## src/hdl/armPkg.sv

```systemverilog
package armPkg;

  // ==========================================================
  // AXI4-Lite master port
  // ==========================================================

  // Master to slave
  typedef struct packed {
    logic        awvalid;
    logic [31:0] awaddr;
    logic        wvalid;
    logic [31:0] wdata;
    logic [3:0]  wstrb;
    logic        bready;
    logic        arvalid;
    logic [31:0] araddr;
    logic        rready;
  } axiReqT;

  // Slave to master
  typedef struct packed {
    logic        awready;
    logic        wready;
    logic        bvalid;
    logic [1:0]  bresp;
    logic        arready;
    logic        rvalid;
    logic [31:0] rdata;
    logic [1:0]  rresp;
  } axiRspT;

  // One requester toward the arbiter
  typedef struct packed {
    logic        valid;
    logic        write;
    logic [31:0] addr;
    logic [31:0] wdata;
  } memReqT;

  // Done pulses for one cycle with the read word
  typedef struct packed {
    logic        done;
    logic [31:0] rdata;
  } memRspT;

  // ==========================================================
  // Instruction fields and decode constants
  // ==========================================================

  // Data-processing layout, also overlays LDR/STR and B
  typedef struct packed {
    logic [3:0]  cond;
    logic [2:0]  cls;
    logic [3:0]  opcode;
    logic        s;
    logic [3:0]  rn;
    logic [3:0]  rd;
    logic [11:0] operand2;
  } instrT;

  localparam logic [2:0] clsDpReg  = 3'b000;
  localparam logic [2:0] clsDpImm  = 3'b001;
  localparam logic [2:0] clsMem    = 3'b010;
  localparam logic [2:0] clsBranch = 3'b101;

  // ARM data-processing opcodes
  localparam logic [3:0] opAnd = 4'b0000;
  localparam logic [3:0] opSub = 4'b0010;
  localparam logic [3:0] opAdd = 4'b0100;
  localparam logic [3:0] opOrr = 4'b1100;
  localparam logic [3:0] opMov = 4'b1101;

  localparam logic [31:0] pcReset = 32'h0000_0000;

  // Forwarding selects for the E-stage operand muxes
  localparam logic [1:0] fwdReg = 2'b00;
  localparam logic [1:0] fwdWb  = 2'b01;
  localparam logic [1:0] fwdMem = 2'b10;

  typedef enum logic [2:0] {
    aluAdd,
    aluSub,
    aluAnd,
    aluOrr,
    aluMov
  } aluOpT;

  // Decoded controls, carried from D to W
  typedef struct packed {
    logic       regWrite;
    logic       memWrite;
    logic       memToReg;
    logic       aluSrcImm;
    logic       branch;
    aluOpT      aluOp;
    logic [3:0] rd;
    logic [3:0] rn;
    logic [3:0] rm;
  } ctrlT;

  // ==========================================================
  // Pipeline stage registers
  // ==========================================================
  typedef struct packed {
    logic        valid;
    logic [31:0] pc;
    instrT       instr;
  } decStageT;

  typedef struct packed {
    logic        valid;
    ctrlT        ctrl;
    logic [31:0] pcPlus8;
    logic [31:0] rd1;
    logic [31:0] rd2;
    logic [23:0] imm24;
  } exeStageT;

  typedef struct packed {
    logic        valid;
    ctrlT        ctrl;
    logic [31:0] aluOut;
    logic [31:0] writeData;
  } memStageT;

  typedef struct packed {
    logic        valid;
    ctrlT        ctrl;
    logic [31:0] aluOut;
    logic [31:0] readData;
  } wbStageT;

endpackage

```

## src/hdl/regFile.sv

```systemverilog
module regFile (
  input  logic        clk,
  input  logic        rstN,
  input  logic        we,
  input  logic [3:0]  ra1,
  input  logic [3:0]  ra2,
  input  logic [3:0]  wa,
  input  logic [31:0] wd,
  input  logic [31:0] pcPlus8,
  output logic [31:0] rd1,
  output logic [31:0] rd2
);

  logic [31:0] regs [16];

  // Written at the clock edge that ends writeback
  always_ff @(posedge clk or negedge rstN) begin
    if (!rstN) begin
      for (int i = 0; i < 16; i++) begin
        regs[i] <= '0;
      end
    end else if (we) begin
      regs[wa] <= wd;
    end
  end

  // r15 reads as PC+8 of the decoding instruction
  // A same-cycle write is passed straight through to the reader
  assign rd1 = (ra1 == 4'd15) ? pcPlus8 : (we && wa == ra1) ? wd : regs[ra1];
  assign rd2 = (ra2 == 4'd15) ? pcPlus8 : (we && wa == ra2) ? wd : regs[ra2];

endmodule

```

## src/hdl/alu.sv

```systemverilog
module alu (
  input  logic          [31:0] a,
  input  logic          [31:0] b,
  input  armPkg::aluOpT        op,
  input  logic          [11:0] imm12,
  input  logic                 useImm,
  output logic          [31:0] y
);
  import armPkg::*;

  logic [63:0] rotated;
  logic [31:0] immExp;
  logic [31:0] opB;

  // Rotated immediate
  // Two copies side by side turn the right shift into a rotate
  assign rotated = {2{24'h0, imm12[7:0]}} >> {imm12[11:8], 1'b0};
  assign immExp  = rotated[31:0];

  assign opB = useImm ? immExp : b;

  always_comb begin
    case (op)
      aluAdd: begin
        y = a + opB;
      end
      aluSub: begin
        y = a - opB;
      end
      aluAnd: begin
        y = a & opB;
      end
      aluOrr: begin
        y = a | opB;
      end
      aluMov: begin
        // MOV ignores the first operand
        y = opB;
      end
      default: begin
        y = '0;
      end
    endcase
  end

endmodule

```

## src/hdl/controller.sv

```systemverilog
module controller (
  input  logic         [31:0] instr,
  output armPkg::ctrlT        ctrl
);
  import armPkg::*;

  instrT f;

  assign f = instrT'(instr);

  // Condition field is ignored, every instruction executes
  always_comb begin
    ctrl = '0;
    case (f.cls)
      clsDpReg, clsDpImm: begin
        ctrl.rd        = f.rd;
        ctrl.rn        = f.rn;
        ctrl.rm        = f.operand2[3:0];
        ctrl.aluSrcImm = (f.cls == clsDpImm);
        ctrl.regWrite  = 1'b1;
        case (f.opcode)
          opAdd: begin
            ctrl.aluOp = aluAdd;
          end
          opSub: begin
            ctrl.aluOp = aluSub;
          end
          opAnd: begin
            ctrl.aluOp = aluAnd;
          end
          opOrr: begin
            ctrl.aluOp = aluOrr;
          end
          opMov: begin
            ctrl.aluOp = aluMov;
          end
          default: begin
            // Unsupported opcode becomes a no-op
            ctrl.regWrite = 1'b0;
          end
        endcase
        // No shifter, so a shifted register operand is dropped too
        if (f.cls == clsDpReg && f.operand2[11:4] != 8'h0) begin
          ctrl.regWrite = 1'b0;
        end
      end
      clsMem: begin
        // Base in rn, store data read through rm
        ctrl.rn = f.rn;
        ctrl.rm = f.rd;
        ctrl.rd = f.rd;
        // U bit picks add or subtract of the offset
        ctrl.aluOp = instr[23] ? aluAdd : aluSub;
        // Word access only, byte forms do nothing
        if (!instr[22]) begin
          if (instr[20]) begin
            ctrl.regWrite = 1'b1;
            ctrl.memToReg = 1'b1;
          end else begin
            ctrl.memWrite = 1'b1;
          end
        end
      end
      clsBranch: begin
        // Link bit not honored
        ctrl.branch = 1'b1;
      end
      default: begin
        ctrl = '0;
      end
    endcase
  end

endmodule

```

## src/hdl/hazardUnit.sv

```systemverilog
module hazardUnit (
  input  logic [3:0] rnE,
  input  logic [3:0] rmE,
  input  logic [3:0] rdE,
  input  logic       memToRegE,
  input  logic [3:0] rdM,
  input  logic       regWriteM,
  input  logic [3:0] rdW,
  input  logic       regWriteW,
  input  logic [3:0] rnD,
  input  logic [3:0] rmD,
  input  logic       branchTakenE,
  input  logic       fetchWait,
  input  logic       dataWait,
  output logic       stallF,
  output logic       stallD,
  output logic       stallE,
  output logic       stallM,
  output logic       stallW,
  output logic       flushD,
  output logic       flushE,
  output logic [1:0] forwardA,
  output logic [1:0] forwardB
);
  import armPkg::*;

  logic memStall;
  logic loadUse;

  // Newest producer wins, r15 is never forwarded
  function automatic logic [1:0] fwdSel(input logic [3:0] src);
    if (regWriteM && rdM == src && src != 4'd15) begin
      return fwdMem;
    end
    if (regWriteW && rdW == src && src != 4'd15) begin
      return fwdWb;
    end
    return fwdReg;
  endfunction

  always_comb begin
    forwardA = fwdSel(rnE);
    forwardB = fwdSel(rmE);

    // Any outstanding bus access freezes the whole pipe
    memStall = fetchWait || dataWait;
    // Load in E feeding D waits one advance
    loadUse = memToRegE && (rdE == rnD || rdE == rmD);

    stallF = memStall || loadUse;
    stallD = memStall || loadUse;
    stallE = memStall;
    stallM = memStall;
    stallW = memStall;

    // Flushes only take effect on an advance
    flushD = branchTakenE && !memStall;
    flushE = (branchTakenE || loadUse) && !memStall;

    assert (!(flushE && stallE))
      else $error("hazardUnit flushE and stallE high together");
  end

endmodule

```

## src/hdl/datapath.sv

```systemverilog
module datapath (
  input  logic           clk,
  input  logic           rstN,
  output armPkg::memReqT fetchReq,
  input  armPkg::memRspT fetchRsp,
  output armPkg::memReqT dataReq,
  input  armPkg::memRspT dataRsp
);
  import armPkg::*;

  logic [31:0] pcF;
  logic [31:0] pcNextF;
  logic [31:0] instrF;
  logic [31:0] instrBuf;
  logic [31:0] dataBuf;
  logic        fetchHave;
  logic        dataHave;
  decStageT    decQ;
  exeStageT    exeQ;
  memStageT    memQ;
  wbStageT     wbQ;
  ctrlT        ctrlD;
  ctrlT        ctrlGatedD;
  logic [31:0] pcPlus8D;
  logic [31:0] rd1D;
  logic [31:0] rd2D;
  logic [31:0] srcAE;
  logic [31:0] fwdBE;
  logic [31:0] srcBE;
  logic [31:0] aluOutE;
  logic [31:0] targetE;
  logic        memOpE;
  logic        branchTakenE;
  logic        memOpM;
  logic [31:0] resultW;
  logic        fetchWait;
  logic        dataWait;
  logic        stallF;
  logic        stallD;
  logic        stallE;
  logic        stallM;
  logic        stallW;
  logic        flushD;
  logic        flushE;
  logic [1:0]  forwardA;
  logic [1:0]  forwardB;

  // ==========================================================
  // Fetch
  // ==========================================================
  // A word fetched during a stall is parked until the next advance
  assign fetchReq  = '{valid: !fetchHave, write: 1'b0, addr: pcF, wdata: '0};
  assign fetchWait = !fetchHave && !fetchRsp.done;
  assign instrF    = fetchHave ? instrBuf : fetchRsp.rdata;
  assign pcNextF   = branchTakenE ? targetE : pcF + 32'd4;

  always_ff @(posedge clk or negedge rstN) begin
    if (!rstN) begin
      pcF       <= pcReset;
      fetchHave <= 1'b0;
      dataHave  <= 1'b0;
    end else begin
      if (!stallF) begin
        pcF <= pcNextF;
      end
      if (!stallF) begin
        fetchHave <= 1'b0;
      end else if (fetchRsp.done) begin
        fetchHave <= 1'b1;
      end
      if (!stallM) begin
        dataHave <= 1'b0;
      end else if (dataRsp.done) begin
        dataHave <= 1'b1;
      end
    end
  end

  // Parked response words
  always_ff @(posedge clk) begin
    if (fetchRsp.done) begin
      instrBuf <= fetchRsp.rdata;
    end
    if (dataRsp.done) begin
      dataBuf <= dataRsp.rdata;
    end
  end

  // ==========================================================
  // Decode
  // ==========================================================
  always_ff @(posedge clk or negedge rstN) begin
    if (!rstN) begin
      decQ <= '0;
    end else if (flushD) begin
      decQ <= '0;
    end else if (!stallD) begin
      decQ <= '{valid: 1'b1, pc: pcF, instr: instrT'(instrF)};
    end
  end

  controller i_controller (
    .instr (decQ.instr),
    .ctrl  (ctrlD)
  );

  // Bubbles must not write anything
  assign ctrlGatedD = decQ.valid ? ctrlD : '0;
  assign pcPlus8D   = decQ.pc + 32'd8;

  regFile i_regFile (
    .clk     (clk),
    .rstN    (rstN),
    .we      (wbQ.valid && wbQ.ctrl.regWrite),
    .ra1     (ctrlD.rn),
    .ra2     (ctrlD.rm),
    .wa      (wbQ.ctrl.rd),
    .wd      (resultW),
    .pcPlus8 (pcPlus8D),
    .rd1     (rd1D),
    .rd2     (rd2D)
  );

  // ==========================================================
  // Execute
  // ==========================================================
  always_ff @(posedge clk or negedge rstN) begin
    if (!rstN) begin
      exeQ <= '0;
    end else if (flushE) begin
      exeQ <= '0;
    end else if (!stallE) begin
      exeQ.valid   <= decQ.valid;
      exeQ.ctrl    <= ctrlGatedD;
      exeQ.pcPlus8 <= pcPlus8D;
      exeQ.rd1     <= rd1D;
      exeQ.rd2     <= rd2D;
      exeQ.imm24   <= decQ.instr[23:0];
    end
  end

  // Operand forwarding from M and W
  always_comb begin
    case (forwardA)
      fwdMem:  srcAE = memQ.aluOut;
      fwdWb:   srcAE = resultW;
      default: srcAE = exeQ.rd1;
    endcase
    case (forwardB)
      fwdMem:  fwdBE = memQ.aluOut;
      fwdWb:   fwdBE = resultW;
      default: fwdBE = exeQ.rd2;
    endcase
  end

  // Loads and stores add the plain 12-bit word offset
  assign memOpE = exeQ.ctrl.memWrite || exeQ.ctrl.memToReg;
  assign srcBE  = memOpE ? {20'h0, exeQ.imm24[11:0]} : fwdBE;

  alu i_alu (
    .a      (srcAE),
    .b      (srcBE),
    .op     (exeQ.ctrl.aluOp),
    .imm12  (exeQ.imm24[11:0]),
    .useImm (exeQ.ctrl.aluSrcImm),
    .y      (aluOutE)
  );

  assign branchTakenE = exeQ.valid && exeQ.ctrl.branch;
  assign targetE      = exeQ.pcPlus8 + {{6{exeQ.imm24[23]}}, exeQ.imm24, 2'b00};

  // ==========================================================
  // Memory and writeback
  // ==========================================================
  always_ff @(posedge clk or negedge rstN) begin
    if (!rstN) begin
      memQ <= '0;
      wbQ  <= '0;
    end else begin
      if (!stallM) begin
        memQ <= '{valid: exeQ.valid, ctrl: exeQ.ctrl, aluOut: aluOutE, writeData: fwdBE};
      end
      if (!stallW) begin
        wbQ.valid    <= memQ.valid;
        wbQ.ctrl     <= memQ.ctrl;
        wbQ.aluOut   <= memQ.aluOut;
        wbQ.readData <= dataHave ? dataBuf : dataRsp.rdata;
      end
    end
  end

  // Request stays up until done, then drops while parked
  assign memOpM   = memQ.valid && (memQ.ctrl.memWrite || memQ.ctrl.memToReg);
  assign dataReq  = '{valid: memOpM && !dataHave, write: memQ.ctrl.memWrite,
                      addr: memQ.aluOut, wdata: memQ.writeData};
  assign dataWait = memOpM && !dataHave && !dataRsp.done;

  assign resultW = wbQ.ctrl.memToReg ? wbQ.readData : wbQ.aluOut;

  hazardUnit i_hazardUnit (
    .rnE          (exeQ.ctrl.rn),
    .rmE          (exeQ.ctrl.rm),
    .rdE          (exeQ.ctrl.rd),
    .memToRegE    (exeQ.ctrl.memToReg),
    .rdM          (memQ.ctrl.rd),
    .regWriteM    (memQ.ctrl.regWrite),
    .rdW          (wbQ.ctrl.rd),
    .regWriteW    (wbQ.ctrl.regWrite),
    .rnD          (ctrlGatedD.rn),
    .rmD          (ctrlGatedD.rm),
    .branchTakenE (branchTakenE),
    .fetchWait    (fetchWait),
    .dataWait     (dataWait),
    .stallF       (stallF),
    .stallD       (stallD),
    .stallE       (stallE),
    .stallM       (stallM),
    .stallW       (stallW),
    .flushD       (flushD),
    .flushE       (flushE),
    .forwardA     (forwardA),
    .forwardB     (forwardB)
  );

endmodule

```

## src/hdl/memArbiter.sv

```systemverilog
module memArbiter (
  input  logic           clk,
  input  logic           rstN,
  input  armPkg::memReqT fetchReq,
  output armPkg::memRspT fetchRsp,
  input  armPkg::memReqT dataReq,
  output armPkg::memRspT dataRsp,
  output armPkg::axiReqT axiReq,
  input  armPkg::axiRspT axiRsp
);
  import armPkg::*;

  typedef enum logic [1:0] {
    stIdle,
    stAddr,
    stResp,
    stDone
  } stateT;

  stateT       state;
  memReqT      sel;
  logic        grantData;
  logic        arValid;
  logic        awValid;
  logic        wValid;
  logic        arPend;
  logic        awPend;
  logic        wPend;
  logic        curWrite;
  logic [31:0] curAddr;
  logic [31:0] curWdata;
  logic [31:0] rdataQ;

  // Data side has priority
  assign sel = dataReq.valid ? dataReq : fetchReq;

  // Channels still waiting for their ready
  assign arPend = arValid && !axiRsp.arready;
  assign awPend = awValid && !axiRsp.awready;
  assign wPend  = wValid && !axiRsp.wready;

  always_ff @(posedge clk or negedge rstN) begin
    if (!rstN) begin
      state     <= stIdle;
      grantData <= 1'b0;
      arValid   <= 1'b0;
      awValid   <= 1'b0;
      wValid    <= 1'b0;
    end else begin
      case (state)
        stIdle: begin
          if (sel.valid) begin
            grantData <= dataReq.valid;
            arValid   <= !sel.write;
            awValid   <= sel.write;
            wValid    <= sel.write;
            state     <= stAddr;
          end
        end
        stAddr: begin
          // AW and W may complete in either order
          arValid <= arPend;
          awValid <= awPend;
          wValid  <= wPend;
          if (!arPend && !awPend && !wPend) begin
            state <= stResp;
          end
        end
        stResp: begin
          if (curWrite ? axiRsp.bvalid : axiRsp.rvalid) begin
            state <= stDone;
          end
        end
        default: begin
          state <= stIdle;
        end
      endcase
    end
  end

  // Transaction payload
  always_ff @(posedge clk) begin
    if (state == stIdle) begin
      curWrite <= sel.write;
      curAddr  <= sel.addr;
      curWdata <= sel.wdata;
    end
    if (state == stResp && axiRsp.rvalid) begin
      rdataQ <= axiRsp.rdata;
    end
  end

  always_comb begin
    axiReq         = '0;
    axiReq.arvalid = arValid;
    axiReq.araddr  = curAddr;
    axiReq.rready  = (state == stResp) && !curWrite;
    axiReq.awvalid = awValid;
    axiReq.awaddr  = curAddr;
    axiReq.wvalid  = wValid;
    axiReq.wdata   = curWdata;
    axiReq.wstrb   = 4'hf;
    axiReq.bready  = (state == stResp) && curWrite;
  end

  assign fetchRsp = '{done: (state == stDone) && !grantData, rdata: rdataQ};
  assign dataRsp  = '{done: (state == stDone) && grantData, rdata: rdataQ};

  // Read address held through slave back-pressure
  arHold: assert property (@(posedge clk) disable iff (!rstN)
    axiReq.arvalid && !axiRsp.arready |=> axiReq.arvalid);

  // Granted requester keeps its request up until done
  grantHeld: assert property (@(posedge clk) disable iff (!rstN)
    state != stIdle |-> (grantData ? dataReq.valid : fetchReq.valid));

  oneDone: assert property (@(posedge clk) disable iff (!rstN)
    !(fetchRsp.done && dataRsp.done));

endmodule

```

## src/hdl/armCore.sv

```systemverilog
module armCore (
  input  logic           clk,
  input  logic           rstN,
  output armPkg::axiReqT axiReq,
  input  armPkg::axiRspT axiRsp
);
  import armPkg::*;

  // Requester links between pipeline and arbiter
  memReqT fetchReq;
  memRspT fetchRsp;
  memReqT dataReq;
  memRspT dataRsp;

  datapath i_datapath (
    .clk      (clk),
    .rstN     (rstN),
    .fetchReq (fetchReq),
    .fetchRsp (fetchRsp),
    .dataReq  (dataReq),
    .dataRsp  (dataRsp)
  );

  // Single AXI4-Lite port shared by fetch and data
  memArbiter i_memArbiter (
    .clk      (clk),
    .rstN     (rstN),
    .fetchReq (fetchReq),
    .fetchRsp (fetchRsp),
    .dataReq  (dataReq),
    .dataRsp  (dataRsp),
    .axiReq   (axiReq),
    .axiRsp   (axiRsp)
  );

endmodule

```

## config.mk

```make
export PLATFORM = sky130hd
export DESIGN_NAME = armCore
export DESIGN_NICKNAME = d
export VERILOG_FILES = /design/src/hdl/armPkg.sv /design/src/hdl/regFile.sv /design/src/hdl/alu.sv /design/src/hdl/controller.sv /design/src/hdl/hazardUnit.sv /design/src/hdl/datapath.sv /design/src/hdl/memArbiter.sv /design/src/hdl/armCore.sv
export SDC_FILE = /design/constraint.sdc
export NUM_CORES = 2
export LEC_CHECK = 0
export BUFFER_PORTS_ARGS = -buffer_cell sky130_fd_sc_hd__buf_4
export CAP_MARGIN = 20
export CORE_ASPECT_RATIO = 1.1
export CORE_MARGIN = 2
export CORE_UTILIZATION = 47
export DETAILED_ROUTE_END_ITERATION = 8
export PLACE_DENSITY = 0.61
export SLEW_MARGIN = 30
export SYNTH_ARGS = -nofsm -noshare
export SYNTH_HDL_FRONTEND = slang
export SYNTH_HIERARCHICAL = 1
export SYNTH_SLANG_ARGS = --single-unit
```

## constraint.sdc

```tcl
create_clock -name clk -period 18.5 [get_ports clk]
set_input_delay 2.775 -clock clk [delete_from_list [all_inputs] [get_ports clk]]
set_output_delay 2.775 -clock clk [all_outputs]
set_load 0.03 [all_outputs]
```

**Word-level counts from Yosys, hierarchy flattened**

Cells that the tools add are included.

- Register bits: 1058
- Output and inout port bits: 105
- Word-level logic and storage cells: 247

- Add/subtract/negate cells: 5
- Magnitude comparators: 4
- Equal/unequal tests: 37
- Shift operators: 1
- Muxes and demuxes: 68
- Bitwise logic cells: 5
- Reductions and logical operators: 62

Operators by type and width:

| cell | count |
|---|---|
| $bwmux 512 | 1 |
| $mux 32 | 15 |
| $mux 141 | 2 |
| $bmux 32 s4 | 2 |
| $pmux 32 s5 | 1 |
| $mux 65 | 2 |
| $demux 32 s4 | 1 |
| $pmux 32 s2 | 2 |
| $mux 66 | 1 |
| $add 32x32->32 | 2 |
| $shr 40x5->32 | 1 |
| $add 32x3->32 const B | 1 |
| $add 32x4->32 const B | 1 |
| $and 32x32->32 | 1 |
| $eq 4x4->1 | 8 |
| $or 32x32->32 | 1 |
| $sub 32x32->32 | 1 |
| $logic_and 1x1->1 | 31 |
| $pmux 15 s2 | 1 |
| $mux 2 | 12 |
| $mux 1 | 20 |
| $mux 20 | 1 |
| $eq 4x4->1 const B | 4 |
| $ge 5x5->1 const B | 3 |
| 27 further kinds | 67 |

**Logic depth before layout (Yosys ltp)**

- Word-level depth: 13
- Depth in mapped cells: 31
- Depth with buffers taken out: 30

**Modules after synthesis**

Netlist, hierarchy kept.

Modules (own cells, without submodules):

| module | times used | cells an instance | area each (um^2) | seq. area each (um^2) |
|---|---|---|---|---|
| regFile | 1 | 1856 | 27811.7 | 12812.3 |
| datapath | 1 | 2235 | 22714.3 | 11506.0 |
| memArbiter | 1 | 282 | 4647.0 | 3062.9 |
| alu | 1 | 595 | 4141.5 | 0.0 |
| hazardUnit | 1 | 53 | 352.8 | 0.0 |
| controller | 1 | 49 | 305.3 | 0.0 |

**Least setup slack after synthesis**

Ideal clock, no wire load.

- Kind: register to register
- From: reg i_datapath/exeQ[121] (netlist bit)
- To: reg i_datapath.memQ, in the netlist i_datapath/dataReq[59]
- Setup time: 0.125 ns
- Arrival: 5.795 ns
- Data required time: 18.375 ns
- Path slack: 12.580 ns
- Stages on the path, launching flop included: 30
- Buffers on the path: 2
- Clock period less this slack: 5.920 ns
- Cells stage by stage: dfrtp_1 -> xnor2_1 -> nand4_1 -> a21oi_1 -> nor3_1 -> inv_1 -> ha_1 -> clkbuf_1 -> clkbuf_1 -> nor2_1 -> a21oi_1 -> o21ai_0 -> a221oi_1 -> nand4_1 -> nor3_2 -> nand2_2 -> nor2_1 -> a21oi_1 -> xnor2_1 -> ha_1 -> nand4_1 -> or4_1 -> o21bai_1 -> nand4_1 -> a31oi_1 -> o21bai_1 -> a21o_1 -> xnor2_1 -> o221ai_1 -> mux2_2

- Cells in the longest elaborated chain, start to end: 13
- Elaborated cells on any way between the ends: 23
- Those cells by class: add/sub: 2; eq/ne: 5; mux: 10; bitwise: 2; reduce/logical: 4

RTL lines:

| what | RTL line | source |
|---|---|---|
| from (decl) | datapath.sv:19 | `exeStageT exeQ;` |
| $eq 4x4->1 | hazardUnit.sv:35 | `if (regWriteW && rdW == src && src != 4'd15) begin` |
| $logic_and 1x1->1 (2 in series) | hazardUnit.sv:35 |  |
| $mux 1 (2 in series) | hazardUnit.sv:35 |  |
| $mux 2 | hazardUnit.sv:38 | `return fwdReg;` |
| $mux 2 * | hazardUnit.sv:35 |  |
| net i_datapath.forwardB[1] | datapath.sv:46 | `logic [1:0] forwardB;` |
| $eq 2x1->1 or $eq 2x2->1 (tied branches) | datapath.sv:149 | `case (forwardB)` |
| $pmux 32 s2 * | datapath.sv:149 |  |
| $mux 32 * | datapath.sv:158 | `assign srcBE = memOpE ? {20'h0, exeQ.imm24[11:0]} : fwdBE;` |
| net i_datapath.srcBE[2] | datapath.sv:29 | `logic [31:0] srcBE;` |
| $mux 32 * | alu.sv:20 | `assign opB = useImm ? immExp : b;` |
| $sub 32x32->32 or $add 32x32->32 (tied branches) | alu.sv:28, alu.sv:25 |  |
| $pmux 32 s5 * | alu.sv:23 | `case (op)` |
| net i_datapath.aluOutE[27] | datapath.sv:30 | `logic [31:0] aluOutE;` |
| to (signal assigned) | datapath.sv:181 | `memQ <= '{valid: exeQ.valid, ctrl: exeQ.ctrl, aluOut: aluOutE, writeData: fwdBE};` |
| to (decl) | datapath.sv:20 | `memStageT memQ;` |

The timed path passes the listed nets; every way through them passes the cells marked *. The select of a mux whose other input is x is not followed.
A chain may end at the register's enable or synchronous reset.

**Worst setup path after layout**

- From: reg i_datapath/wbQ[74] (netlist bit)
- To: reg i_datapath.memQ, in the netlist i_datapath/dataReq[59]

- Cells in the longest elaborated chain, start to end: 13
- Elaborated cells on any way between the ends: 29
- Those cells by class: add/sub: 2; eq/ne: 6; mux: 15; bitwise: 2; reduce/logical: 4

RTL lines:

| what | RTL line | source |
|---|---|---|
| from (decl) | datapath.sv:21 | `wbStageT wbQ;` |
| $eq 4x4->1 * | hazardUnit.sv:35 |  |
| $logic_and 1x1->1 * (2 in series) | hazardUnit.sv:35 |  |
| $mux 1 (2 in series) | hazardUnit.sv:35 |  |
| $mux 2 * | hazardUnit.sv:38 |  |
| $mux 2 * | hazardUnit.sv:35 |  |
| net i_datapath.forwardB[0] | datapath.sv:46 |  |
| $eq 2x1->1 or $eq 2x2->1 (tied branches) | datapath.sv:149 |  |
| $pmux 32 s2 * | datapath.sv:149 |  |
| $mux 32 * | datapath.sv:158 |  |
| net i_datapath.srcBE[3] | datapath.sv:29 |  |
| $mux 32 * | alu.sv:20 |  |
| $sub 32x32->32 or $add 32x32->32 (tied branches) | alu.sv:28, alu.sv:25 |  |
| $pmux 32 s5 * | alu.sv:23 |  |
| net i_datapath.aluOutE[27] | datapath.sv:30 |  |

Marks and branches as above.

==> metrics.log <==
INFO  metric run_status = complete, no violations
INFO  metric cts_repair_resize_count = 0
INFO  metric crit-reg2reg-launch = i_datapath/wbQ[74]
INFO  metric wl_met1 = around 74 mm
INFO  metric setup.worst_path.start = i_datapath/wbQ[74]
INFO  metric initialDrtViolationCount = 3416
INFO  metric drt.antenna.violating_nets = 0
INFO  metric worst_skew_pair.late_latency = 760 ps
INFO  metric place_hpwl = about 120 mm
INFO  metric placement.cell_area = 60900 um2
INFO  metric crit_path_start_kind = flip-flop
INFO  metric clock_tree.htree_level_count = 3
INFO  metric tritoncts = done
INFO  metric gp_congestion = 0.963
INFO  metric worst-setup-path-type = reg -> reg
INFO  metric placement_rows = 137
INFO  metric final.setup_skew = 61.3 ps
INFO  metric arr_time_crit_path = roughly 8600 ps
INFO  metric routed_wire_length_per_instance = 26.8 um
INFO  metric drc_errors = 0
INFO  metric vias = 41000
INFO  metric postSynthAreaPerCell = 11.8 um2
INFO  metric cts_root_buf = clkbuf_16
INFO  metric design.core.area = 126000 um2
INFO  metric crit_required = between 15000 and 20000 ps
INFO  metric cts-hold-fix-buffers = 0
INFO  metric min_path_type = reg -> reg
INFO  metric io-pin-count = 148
INFO  metric die_area = between 100000 and 150000 um2
INFO  metric end_kind = flip-flop
INFO  metric maximum_buffer_depth_of_the_clock_tree = 3
INFO  metric grt_first_pass_wirelength = 264 mm
INFO  metric post_route_setup_tns = 0 ps
INFO  metric grt_start_max_net_pins = 168
INFO  metric grtUsageTotal = 27.3%
INFO  metric layout_commonest_cell = dfrtp_1
INFO  metric finalCriticalPeriod = 8000 ps
INFO  metric met2_routed_wl = 83.0 mm
INFO  metric final_nets = 4983
INFO  metric post-cts-setup-buffers = 0
INFO  metric postLayoutCoreUtil = roughly half
INFO  metric numClockSinks = 1054
INFO  metric initial_utilization = 47.2%
INFO  metric min_from = i_memArbiter/rdataQ[30]
INFO  metric netlist_instances = 5042
INFO  metric rsz0062_at_grt = false
INFO  metric clkTransAtPathRegs = roughly 60 ps
INFO  metric grt_antenna_before_repair = 5
INFO  metric slew_worst_pin = 1050 ps
INFO  metric drt_first_pass_iters = 6
INFO  metric final.fill_count = roughly 11000
INFO  metric residual_overflow_from_global_routing = 0
INFO  metric area_of_combinational_cells_with_multiple_inputs = 29700 um2
INFO  metric met3_length = just over 10 mm
INFO  metric most-common-layout-cells = dfrtp_1, mux2_2, nor2_1
INFO  metric cellLeakagePower = 0.0282 uW
INFO  metric max_used_layer = met4
INFO  metric synth.cell_area = 59600 um2
INFO  metric port-buffer-count = 139
INFO  metric die_height = 378 um
INFO  metric fin_area = around 65000 um2
INFO  metric finalWirelength = between 150 and 200 mm
INFO  metric max_slew_margin = 29.7%
INFO  metric synth-warning-count = 6
INFO  metric finalSetupViolCount = 0
INFO  metric maximum_clock_rate = 125 MHz
INFO  metric cts-buffers-inserted = 110
INFO  metric number_of_global_route_vias_before_repair = 40500
INFO  metric cellPowerDensity = 198 nW/um2
INFO  metric max-vdd-ir-drop = between 100 and 150 uV
INFO  metric fp.dieW = 344 um
INFO  metric p_r_area_growth_vs_syn = 8.51%
INFO  metric maxCapViolCount = 0
INFO  metric routed_via_density = between 6 and 7
INFO  metric finalHoldViolCount = 0
INFO  metric critPathMaxFanout = 64
INFO  metric timing_max_transition_violations_final = 0
INFO  metric layout-drive-gt1-share = about 28%
INFO  metric min_period_over_period = 43.3%
INFO  metric register_area = 27200 um2
==> metal layers <==
metal  track usage (%)  up-vias
met5                 0        -
met4              14.4        0
met3              3.84      384
met2              43.8     1451
met1              35.9    21100
li1                  -    18100
==> path summary, 6_finish.rpt <==
kind	end	slack (ps)	cells after the start
max in group asynchronous	i_memArbiter/arValid	14060	4
worst max-delay path	i_datapath/dataReq[59]	10500	27
worst max register to register	i_datapath/dataReq[59]	10500	27
worst min register to register	i_datapath/dataBuf[30]	450	0
worst min-delay path	i_datapath/dataBuf[30]	450	0
min in group asynchronous	i_datapath/i_regFile/regs[412]	1910	1
==> sequential cells by signal, summed over array words and instances, names as in the netlist, 2 cells and up <==
register	flops
i_datapath/i_regFile/regs	512
i_datapath/pcF	32
i_memArbiter/curAddr	32
i_datapath/instrBuf	28
i_datapath/dataBuf	32
i_datapath/wbQ	71
i_memArbiter/curWdata	32
i_memArbiter/rdataQ	32
i_memArbiter/state	2
i_datapath/memQ	7
i_datapath/dataReq	65
i_datapath/decQ	61
i_datapath/exeQ	141
==> stage by stage <==
stage	total power [uW]	setup WS, ps	hold slack [ps]	cells
after global placement	10400	10640	439	6417
after global routing	13500	10100	470	6631
final	12800	10500	449	6633
after detailed placement	10500	10560	444	6419
after CTS	12800	10600	453	6628
after floorplan	8570	12580	426	5077
==> power breakdown <==
group | leakage (uW) | switching (uW) | internal, uW | total [uW]
combinational | 0.0131 | 3990 | 2700 | 6700
clock | 0.00180 | 985 | 1280 | 2260
sequential | 0.0134 | 732 | 3110 | 3840
total | 0.0282 | 5710 | 7080 | 12800
==> cell type report <==
cell class / instances / share of cell area [%]
Timing Repair Buffer: 228 / 2.86
Inverter: 50 / 0.290
Sequential cell: 1054 / 42.0
Multi-Input combinational cell: 3422 / 45.9
Antenna cell: 2 / 0.00773
Tap cell: 1668 / 3.23
Clock buffer: 145 / 4.75
Clock inverter: 64 / 0.973
==> worst max-delay path: stages, from the launching register on <==
cell and delay, ps:
dfrtp_1 820, xnor2_1 190, nand4_1 100, nor3_1 300
inv_1 90, ha_2 320, buf_4 570, nor2_1 100
a21oi_1 330, o21ai_0 190, a221oi_1 490, nand4_1 490
nor3_2 480, nand2_2 180, nor3_1 260, nor2_1 90
xnor2_1 130, ha_1 410, nand4_1 220, or4_1 550
o21bai_1 230, nand4_1 210, a31oi_1 170, o21bai_1 240
a21o_1 160, xnor2_1 110, o221ai_1 160, mux2_2 310
Note: power is estimated with default switching activity, not from simulation.
